## src/source/mul_pkg.sv

```systemverilog
package mul_pkg;

    localparam int WIDTH = 32;
    // partial product columns, weights 0 .. 2*WIDTH-2
    localparam int COLS  = 2 * WIDTH - 1;

    typedef logic [WIDTH-1:0]           operand_t;
    typedef logic [2*WIDTH-1:0]         product_t;
    typedef logic [COLS-1:0][WIDTH-1:0] columns_t;

    typedef struct packed {
        operand_t a;
        operand_t b;
        logic     is_signed;
    } mul_req_t;

    typedef struct packed {
        operand_t hi;
        operand_t lo;
    } mul_rsp_t;

    typedef struct packed {
        operand_t mag_a;
        operand_t mag_b;
        logic     negate;
    } cond_t;

    typedef struct packed {
        product_t sum_row;
        product_t carry_row;
        logic     negate;
    } rows_t;

    // column height allowed after reduction step number step, 2 3 4 6 9 13 19 28 ...
    function automatic int dadda_limit(int step);
        int d;
        d = 2;
        for (int i = 0; i < step; i++)
            d = d * 3 / 2;
        return d;
    endfunction

endpackage
```

## src/source/mul32_dadda.sv

```systemverilog
module mul32_dadda (
    input  logic              clk,
    input  logic              arst_n,
    input  logic              in_valid,
    input  mul_pkg::mul_req_t in_req,
    input  logic              out_ready,
    output logic              in_ready,
    output logic              out_valid,
    output mul_pkg::mul_rsp_t out_rsp
);

    // conditioned operands into the reduction stage
    logic           cond_valid;
    logic           cond_ready;
    mul_pkg::cond_t cond;

    // reduced rows into the final adder
    logic           rows_valid;
    logic           rows_ready;
    mul_pkg::rows_t rows;

    operand_stage operand_i (
        .clk       (clk),
        .arst_n    (arst_n),
        .in_valid  (in_valid),
        .in_req    (in_req),
        .out_ready (cond_ready),
        .in_ready  (in_ready),
        .out_valid (cond_valid),
        .out_cond  (cond)
    );

    reduce_stage reduce_i (
        .clk       (clk),
        .arst_n    (arst_n),
        .in_valid  (cond_valid),
        .in_cond   (cond),
        .out_ready (rows_ready),
        .in_ready  (cond_ready),
        .out_valid (rows_valid),
        .out_rows  (rows)
    );

    resolve_stage resolve_i (
        .clk       (clk),
        .arst_n    (arst_n),
        .in_valid  (rows_valid),
        .in_rows   (rows),
        .out_ready (out_ready),
        .in_ready  (rows_ready),
        .out_valid (out_valid),
        .out_rsp   (out_rsp)
    );

endmodule

```

## src/source/resolve_stage.sv

```systemverilog
module resolve_stage (
    input  logic              clk,
    input  logic              arst_n,
    input  logic              in_valid,
    input  mul_pkg::rows_t    in_rows,
    input  logic              out_ready,
    output logic              in_ready,
    output logic              out_valid,
    output mul_pkg::mul_rsp_t out_rsp
);

    mul_pkg::product_t mag_prod;
    mul_pkg::product_t prod;
    mul_pkg::mul_rsp_t rsp_d;

    // carry-propagate add of the two reduced rows
    assign mag_prod = in_rows.sum_row + in_rows.carry_row;

    // sign restore over the whole 64-bit product
    assign prod = in_rows.negate ? -mag_prod : mag_prod;

    assign rsp_d.hi = prod[2*mul_pkg::WIDTH-1:mul_pkg::WIDTH];
    assign rsp_d.lo = prod[mul_pkg::WIDTH-1:0];

    assign in_ready = ~out_valid | out_ready;

    always_ff @(posedge clk or negedge arst_n)
    begin
        if (!arst_n)
        begin
            out_valid <= 1'b0;
        end
        else if (in_ready)
        begin
            out_valid <= in_valid;
        end
    end

    // held while the consumer stalls
    always_ff @(posedge clk)
    begin
        if (in_valid && in_ready)
        begin
            out_rsp <= rsp_d;
        end
    end

endmodule

```

## src/source/reduce_stage.sv

```systemverilog
module reduce_stage (
    input  logic           clk,
    input  logic           arst_n,
    input  logic           in_valid,
    input  mul_pkg::cond_t in_cond,
    input  logic           out_ready,
    output logic           in_ready,
    output logic           out_valid,
    output mul_pkg::rows_t out_rows
);

    mul_pkg::columns_t columns;
    mul_pkg::product_t sum_row;
    mul_pkg::product_t carry_row;

    partial_product_gen pp_gen_i (
        .mag_a   (in_cond.mag_a),
        .mag_b   (in_cond.mag_b),
        .columns (columns)
    );

    dadda_tree tree_i (
        .columns   (columns),
        .sum_row   (sum_row),
        .carry_row (carry_row)
    );

    assign in_ready = ~out_valid | out_ready;

    always_ff @(posedge clk or negedge arst_n)
    begin
        if (!arst_n)
        begin
            out_valid <= 1'b0;
        end
        else if (in_ready)
        begin
            out_valid <= in_valid;
        end
    end

    // sign travels with the rows to the final stage
    always_ff @(posedge clk)
    begin
        if (in_valid && in_ready)
        begin
            out_rows.sum_row   <= sum_row;
            out_rows.carry_row <= carry_row;
            out_rows.negate    <= in_cond.negate;
        end
    end

endmodule

```

## src/source/operand_stage.sv

```systemverilog
module operand_stage (
    input  logic              clk,
    input  logic              arst_n,
    input  logic              in_valid,
    input  mul_pkg::mul_req_t in_req,
    input  logic              out_ready,
    output logic              in_ready,
    output logic              out_valid,
    output mul_pkg::cond_t    out_cond
);

    logic           neg_a;
    logic           neg_b;
    mul_pkg::cond_t cond_d;

    // only signed mode treats the top bit as a sign
    assign neg_a = in_req.is_signed & in_req.a[mul_pkg::WIDTH-1];
    assign neg_b = in_req.is_signed & in_req.b[mul_pkg::WIDTH-1];

    // the most negative value maps onto itself, which is the right unsigned magnitude
    assign cond_d.mag_a  = neg_a ? -in_req.a : in_req.a;
    assign cond_d.mag_b  = neg_b ? -in_req.b : in_req.b;
    assign cond_d.negate = neg_a ^ neg_b;

    assign in_ready = ~out_valid | out_ready;

    always_ff @(posedge clk or negedge arst_n)
    begin
        if (!arst_n)
        begin
            out_valid <= 1'b0;
        end
        else if (in_ready)
        begin
            out_valid <= in_valid;
        end
    end

    always_ff @(posedge clk)
    begin
        if (in_valid && in_ready)
        begin
            out_cond <= cond_d;
        end
    end

endmodule

```

## src/source/dadda_tree.sv

```systemverilog
module dadda_tree (
    input  mul_pkg::columns_t columns,
    output mul_pkg::product_t sum_row,
    output mul_pkg::product_t carry_row
);

    localparam int W    = mul_pkg::WIDTH;
    // one extra column on top catches carries out of the last product column
    localparam int NCOL = 2 * mul_pkg::WIDTH;

    function automatic int step_count();
        int k;
        k = 0;
        while (mul_pkg::dadda_limit(k + 1) < W)
            k++;
        return k + 1;
    endfunction

    localparam int NSTEP = step_count();

    // replays the reduction up to step s and reports on column w
    // what 0 gives the height after step s, 1 the full adders and 2 the half adders of step s
    function automatic int tree_plan(int s, int w, int what);
        int h [NCOL];
        int cin;
        int heff;
        int lim;
        int nf;
        int nh;
        int res;
        res = 0;
        for (int c = 0; c < NCOL; c++)
            h[c] = (c < W) ? c + 1 : ((c < 2 * W - 1) ? 2 * W - 1 - c : 0);
        if (what == 0 && s == 0)
            res = h[w];
        for (int t = 1; t <= s; t++)
        begin
            lim = mul_pkg::dadda_limit(NSTEP - t);
            cin = 0;
            for (int c = 0; c < NCOL; c++)
            begin
                heff = h[c] + cin;
                nf = 0;
                nh = 0;
                if (c < NCOL - 1 && heff > lim)
                begin
                    nf = (heff - lim) / 2;
                    nh = (heff - lim) % 2;
                end
                h[c] = heff - 2 * nf - nh;
                cin = nf + nh;
                if (t == s && c == w)
                    res = (what == 0) ? h[c] : ((what == 1) ? nf : nh);
            end
        end
        return res;
    endfunction

    for (genvar s = 0; s <= NSTEP; s++)
    begin : g_lvl
        logic [W-1:0] col [NCOL];

        if (s == 0)
        begin : g_init
            for (genvar w = 0; w < NCOL; w++)
            begin : g_col
                if (w < mul_pkg::COLS)
                begin : g_pp
                    assign col[w] = columns[w];
                end
                else
                begin : g_top
                    assign col[w] = '0;
                end
            end
        end
        else
        begin : g_step
            // carries produced in this step, column w feeds column w + 1
            logic [W-1:0] cy [NCOL-1];

            for (genvar w = 0; w < NCOL; w++)
            begin : g_col
                localparam int NF   = tree_plan(s, w, 1);
                localparam int NH   = tree_plan(s, w, 2);
                localparam int NC   = (w == 0) ? 0 : tree_plan(s, w - 1, 1) + tree_plan(s, w - 1, 2);
                localparam int BASE = 3 * NF + 2 * NH;
                localparam int NK   = tree_plan(s - 1, w, 0) - BASE;
                localparam int USED = NF + NH + NC + NK;

                // sums first, then incoming carries, then bits left untouched
                for (genvar k = 0; k < NF; k++)
                begin : g_fa
                    assign {cy[w][k], col[w][k]} = g_lvl[s-1].col[w][3*k]
                                                 + g_lvl[s-1].col[w][3*k+1]
                                                 + g_lvl[s-1].col[w][3*k+2];
                end
                if (NH > 0)
                begin : g_ha
                    assign {cy[w][NF], col[w][NF]} = g_lvl[s-1].col[w][3*NF]
                                                   + g_lvl[s-1].col[w][3*NF+1];
                end
                for (genvar k = 0; k < NC; k++)
                begin : g_cin
                    assign col[w][NF+NH+k] = cy[w-1][k];
                end
                for (genvar k = 0; k < NK; k++)
                begin : g_keep
                    assign col[w][NF+NH+NC+k] = g_lvl[s-1].col[w][BASE+k];
                end
                for (genvar k = USED; k < W; k++)
                begin : g_pad
                    assign col[w][k] = 1'b0;
                end
                if (w < NCOL - 1)
                begin : g_cy_pad
                    for (genvar k = NF + NH; k < W; k++)
                    begin : g_bit
                        assign cy[w][k] = 1'b0;
                    end
                end
            end
        end
    end

    // every column now holds at most two bits
    for (genvar w = 0; w < NCOL; w++)
    begin : g_out
        assign sum_row[w]   = g_lvl[NSTEP].col[w][0];
        assign carry_row[w] = g_lvl[NSTEP].col[w][1];
    end

endmodule

```

## src/source/partial_product_gen.sv

```systemverilog
module partial_product_gen (
    input  mul_pkg::operand_t mag_a,
    input  mul_pkg::operand_t mag_b,
    output mul_pkg::columns_t columns
);

    // column w holds a[i] & b[j] for every i + j == w
    for (genvar w = 0; w < mul_pkg::COLS; w++)
    begin : g_col
        // lowest b index that lands in this column, and the number of products
        localparam int JLO = (w < mul_pkg::WIDTH) ? 0 : w - mul_pkg::WIDTH + 1;
        localparam int NB  = (w < mul_pkg::WIDTH) ? w + 1 : 2 * mul_pkg::WIDTH - 1 - w;

        for (genvar p = 0; p < mul_pkg::WIDTH; p++)
        begin : g_bit
            if (p < NB)
            begin : g_and
                assign columns[w][p] = mag_a[w - JLO - p] & mag_b[JLO + p];
            end
            else
            begin : g_zero
                assign columns[w][p] = 1'b0;
            end
        end
    end

endmodule

```

## config.mk

```make
export PLATFORM = sky130hd
export DESIGN_NAME = mul32_dadda
export DESIGN_NICKNAME = d
export VERILOG_FILES = /design/src/source/mul_pkg.sv /design/src/source/mul32_dadda.sv /design/src/source/resolve_stage.sv /design/src/source/reduce_stage.sv /design/src/source/operand_stage.sv /design/src/source/dadda_tree.sv /design/src/source/partial_product_gen.sv
export SDC_FILE = /design/constraint.sdc
export NUM_CORES = 2
export LEC_CHECK = 0
export ABC_AREA = 1
export BUFFER_PORTS_ARGS = -buffer_cell sky130_fd_sc_hd__buf_2
export CORE_ASPECT_RATIO = 1.25
export CORE_MARGIN = 1.5
export CORE_UTILIZATION = 50
export DETAILED_ROUTE_END_ITERATION = 16
export GPL_ROUTABILITY_DRIVEN = 0
export PLACE_DENSITY = 0.66
export SETUP_SLACK_MARGIN = 0.5
export SYNTH_ARGS = -nofsm -noshare
export SYNTH_HDL_FRONTEND = slang
export SYNTH_SLANG_ARGS = --single-unit
```

## constraint.sdc

```tcl
create_clock -name clk -period 6.2 [get_ports clk]
set_input_delay 1.86 -clock clk [delete_from_list [all_inputs] [get_ports clk]]
set_output_delay 1.86 -clock clk [all_outputs]
set_load 0.03 [all_outputs]
```

# Yosys cells after proc, flatten, opt, wreduce, memory -nomap -nowiden
# Cells that the tools add are included.
[totals]
word_cells = 2883
latchBits = 0
mem_bits_ro = 0
ram_bits = 0
input_bits = 69
out_inout_bits = 66
reg_bits = 258
mem_count = 0
[classes]
mux = 3
shift = 0
add_sub_neg = 1833
n_reduce_logical = 3
n_bitwise = 1033
div = 0
eq_ne = 0
n_mul = 0
order_cmp = 0
[ops]
columns = ["op", "count"]
rows = [
  ["$add 1x1->2", 930],
  ["$add 2x1->2", 899],
  ["$and 1x1->1", 1026],
  ["$add 63x63->64", 1],
  ["$mux 32", 2],
  ["$mux 64", 1],
  ["$neg 32->32", 2],
  ["$neg 64->64", 1],
  ["$logic_and 1x1->1", 3],
  ["$not 1->1", 3],
  ["$or 1x1->1", 3],
  ["$xor 1x1->1", 1],
]

# Logic depth before layout (Yosys ltp)
[depth]
depth_word = 17
mapped_depth = 24
ltp_nobuf = 24

# Hierarchy
# From an unflattened synthesis, not the netlist that was laid out.
[unflattened]
hier_cells = 7645
area_unflattened_um2 = 57401.3
[by_module_without_submodules]
columns = ["mod", "cells_each", "area_each_um2", "n_inst", "seq_area_each_um2"]
rows = [
  ["dadda_tree", 1934, 22183.8, 1, 0.0],
  ["partial_product_gen", 3233, 17300.3, 1, 0.0],
  ["resolve_stage", 1816, 9935.8, 1, 1946.9],
  ["operand_stage", 527, 4062.6, 1, 1976.9],
  ["reduce_stage", 135, 3918.8, 1, 3898.7],
]

# Worst setup path before layout
# Ideal clock, no wire load.
[synth_path]
path_kind = "input -> register"
from = "input out_ready"
to = "register resolve_i.out_rsp[0] (netlist name)"
required_time_ns = 5.693
path_buffers = 0
path_stages = 2
t_arrival_ns = 4.992
path_slack_ns = 0.701
setup_ns = 0.507
cell_sequence = "inv_1 a21oi_1"
[synth_via]
elab_chain_len = 2
[synth_rtl]
columns = ["element", "line_no", "rtl"]
rows = [
  ["start: declaration", "mul32_dadda.sv:6", "input logic out_ready,"],
  ["$or 1x1->1", "resolve_stage.sv:25", "assign in_ready = ~out_valid | out_ready;"],
  ["$logic_and 1x1->1", "resolve_stage.sv:42", "if (in_valid && in_ready)"],
]
# Every way passes these cells.
# A chain may end at the register's enable or synchronous reset.

# Final worst setup path
[layout_path]
from = "register operand_i.out_cond[7] (netlist name)"
to = "register reduce_i.out_rows[95] (netlist name), data pin"
[layout_via]
elab_chain_len = 15
[layout_rtl]
columns = ["element", "line_no", "rtl"]
rows = [
  ["start: declaration", "operand_stage.sv:9", "output mul_pkg::cond_t out_cond"],
  ["start signal: assignment", "operand_stage.sv:43", "out_cond <= cond_d;"],
  ["$and 1x1->1", "partial_product_gen.sv:18", "assign columns[w][p] = mag_a[w - JLO - p] & mag_b[JLO + p];"],
  ["$add 1x1->2 (on tied branches)", "dadda_tree.sv:101, dadda_tree.sv:95", ""],
  ["$add 2x1->2", "dadda_tree.sv:96", "+ g_lvl[s-1].col[w][3*k+2];"],
  ["$add 1x1->2", "dadda_tree.sv:95", "+ g_lvl[s-1].col[w][3*k+1]"],
  ["$add 2x1->2", "dadda_tree.sv:96", ""],
  ["$add 1x1->2", "dadda_tree.sv:95", ""],
  ["$add 2x1->2", "dadda_tree.sv:96", ""],
  ["$add 1x1->2", "dadda_tree.sv:95", ""],
  ["$add 2x1->2", "dadda_tree.sv:96", ""],
  ["$add 1x1->2", "dadda_tree.sv:95", ""],
  ["$add 2x1->2", "dadda_tree.sv:96", ""],
  ["$add 1x1->2", "dadda_tree.sv:95", ""],
  ["$add 2x1->2", "dadda_tree.sv:96", ""],
  ["$add 1x1->2", "dadda_tree.sv:95", ""],
  ["$add 2x1->2 *", "dadda_tree.sv:96", ""],
  ["via reduce_i.sum_row[30]", "reduce_stage.sv:13", "mul_pkg::product_t sum_row;"],
  ["end: declaration", "reduce_stage.sv:9", "output mul_pkg::rows_t out_rows"],
]
# The timed path passes the listed nets; every way through them passes the cells marked *.

==> results_dict.tcl <==
set metrics [dict create \
    hold_start "reduce_i.out_rows[65]" \
    cts.sinks 258 \
    syn_nets 7177 \
    timing.rr.end "reduce_i.out_rows[95]" \
    synth.most_common_cell "inv_1" \
    cts-root-buf "clkbuf_16" \
    path_buf_inv 4 \
    antenna_found_initial 0 \
    ys_ff_latch 258 \
    seq_area_frac_synth_pct 16.6 \
    start_kind "register" \
    yosysUniqueCellTypes 35 \
    hold_viol_final 0 \
    diodes 0 \
    chipWidth_um 276 \
    cts_tree "done" \
    pin_count 135 \
    die_area_sq_um 95000 \
    yosys-top-cells-count "inv_1 (2159), nand2_1 (1748), fa_1 (900)" \
    dr.pass1.iters 6 \
    numCtsBuffers 34 \
    netlist_instances 6112 \
    yosysTopAreaCell "fa_1" \
    rsz0062_at_grt "false" \
    track_usage_pct 29.6 \
    fmaxAchievable_mhz 185 \
    die_y_um 344 \
    fill_cells 8629 \
    htreeDepth 2 \
    yosysWarnings 0 \
    timing.final.crit_share_pct 87.2 \
    area_delta_synth_final_pct 7.26 \
    hp-class "reg2reg" \
    drt-wirelength-per-cell_um 18.3 \
    overflow 0 \
    rr_worst_depth 13 \
    drc 0 \
    finalCriticalPeriod_ns 5.41 \
    tns_ns 0 \
    core_area_sq_um 92600 \
    setup_viol 0 \
    worst_hold_path.endpoint "resolve_i.out_rsp[0]" \
    drt_iter0_drc 2955 \
    worstSkewPairLatency_ns 0.57 \
    clock_path_buffers 3 \
    hold_slack_ns 0.489 \
    clk_pin_slew_ns 0.06 \
    status "finished clean" \
    post_cts_resized 0 \
    cts_hold_buf 0 \
    initial_utilization_pct 50.3 \
    hpwlAfterDp_um 107000 \
    grt_max_degree 83 \
    netlist_area_sq_um 46600 \
    critPathArrivalTime_ns 5.72 \
    fin_nets 7240 \
    crit_path_end_kind "register" \
    yosys-top-cells-area "fa_1 (39%), inv_1 (17%), edfxtp_1 (16%)" \
    synth_top_area_share_pct 38.7 \
    via_count 36886 \
    relSlewSlack_pct 19.2 \
    synthFlopType "edfxtp_1" \
    crit_type "reg2reg" \
    min_path_cells 0 \
    cp_max_fo 25 \
    maxCapViolations 0 \
    worst_pin_slew_ns 1.21 \
    grt_pass1_vias 38458 \
    r2r_slack_ns 0.79 \
    worstPathCellList "buf_4 -> nand2_1 -> inv_1 -> ha_1 -> inv_1 -> fa_1 -> fa_1 -> fa_1 -> fa_1 -> fa_1 -> fa_1 -> inv_1 -> fa_1" \
    required_ns 6.51 \
    finClkSkew_ns 0.0277 \
    pre_cts_ws_ns 0.796 \
    path_common_cell "fa_1" \
    cpPeakStageDelay_ns 0.55 \
    grt_pass1_wl_um 212000 \
    ys_async_sr_fraction_pct 1.16 \
    synth_enable_flop_cells 255 \
    drive_gt1_share_pct 6.00 \
    placement.io_buffers 134 \
    cpLargestDelayFamily "adder cells" \
    wl_um 136000 \
    viasPerCell 4.98 \
    critPathSlowestCell "edfxtp_1" \
    drv_slew 0 \
    postCtsSetupRepairBufs 0 \
    r2r-start "operand_i.out_cond[7]" \
    rows 125 \
    avgSynthCellArea_sq_um 7.62 \
    detail-route-antenna-nets 0 \
    finalWorstSetupSlack_ns 0.794 \
]
worst max-delay path by stage:
| stage | end | startpoint | slack, ns | depth (start not counted) |
|---|---|---|---|---|
| 3_3_place_gp | reduce_i.out_rows[95] | operand_i.out_cond[7] | 0.88 | 13 |
| 6_report | reduce_i.out_rows[95] | operand_i.out_cond[7] | 0.79 | 13 |
| 2_1_floorplan | resolve_i.out_rsp[0] | out_ready | 0.70 | 2 |
| 5_1_grt | reduce_i.out_rows[95] | operand_i.out_cond[7] | 0.57 | 13 |
| 4_1_cts | reduce_i.out_rows[95] | operand_i.out_cond[7] | 0.80 | 13 |
| 3_5_place_dp | reduce_i.out_rows[95] | operand_i.out_cond[7] | 0.80 | 13 |
cell families after synthesis:
| logic type | Yosys count | synth area share, % |
|---|---|---|
| AOI/OAI and AO/OA | 142 | 1.66 |
| buffers and inverters | 2373 | 19.1 |
| xor gates and xnor gates | 106 | 1.99 |
| and+or+nand+nor | 2237 | 19.4 |
| adders and majority gates | 996 | 41.3 |
| DFF | 258 | 16.6 |
per-layer routing:
metal  part of all wire [%]  GRT usage (%)  vias up
met1                     37           36.2    17758
li1                       -              -    16937
met4                    5.5           13.7        0
met5                      0              0        -
met3                    8.8           4.36      454
met2                     49           51.6     1737
placed cells by master (no fill, tap or decap), types with 4 or more instances in the layout:
master	netlist	final
buf_2	0	134
edfxtp_1	255	255
ha_1	96	96
inv_2	9	10
o21ai_2	4	4
o21ai_1	4	4
o21ai_0	44	44
a31oi_1	4	4
inv_6	0	4
buf_12	0	5
clkbuf_16	0	34
fa_1	900	900
o21bai_1	6	6
nor3_1	19	19
nor2_2	14	14
nand2_2	24	24
nor2_4	6	6
nor2_1	228	228
nand3_2	10	10
nand4_1	39	39
nand2_1	1748	1748
nand3_1	115	115
bufinv_16	0	5
xnor2_1	26	26
clkinv_2	0	5
or2_2	6	6
nor4_1	6	6
nor3_2	4	4
nand3b_1	15	15
xor2_1	80	80
inv_1	2159	2157
o31ai_1	7	7
buf_4	0	93
a21oi_1	69	68
worst register-to-register path, delay by kind of cell, from the launching register on:
kind / cells / cell delay (ns)
and+or+nand+nor: 1 / 0.13
DFF: 1 / 0.55
adders and majority gates: 8 / 3.79
buffers and inverters: 4 / 0.67
layout make-up:
cell class                      instances  area [sq um]  share of cell area (%)
Sequential cell                       258          7730                    15.5
Tap cell                             1206          1510                    3.02
Clock buffer                           37           862                    1.73
Multi-Input combinational cell       3481         29900                    59.9
Inverter                             2168          8140                    16.3
Timing Repair Buffer                  232          1470                    2.94
Clock inverter                         25           298                   0.596
metrics by stage:
stage                     cell area [sq um]  instances  util (%)
final                                 50000       7407      54.0
after global routing                  50000       7407      54.0
after CTS                             50000       7407      54.0
after detailed placement              48800       7345      52.7
after global placement                48800       7345      52.7
after floorplan                       46600       6112         -
registers in the layout, indices dropped and copies added, names as in the netlist:
name / cells
operand_i.out_cond: 65
operand_i.out_valid: 1
reduce_i.out_rows: 126
reduce_i.out_valid: 1
resolve_i.out_rsp: 64
resolve_i.out_valid: 1
Power is not shown: default switching activity piles up to over one toggle a cycle in this logic, so the estimate is an artifact.
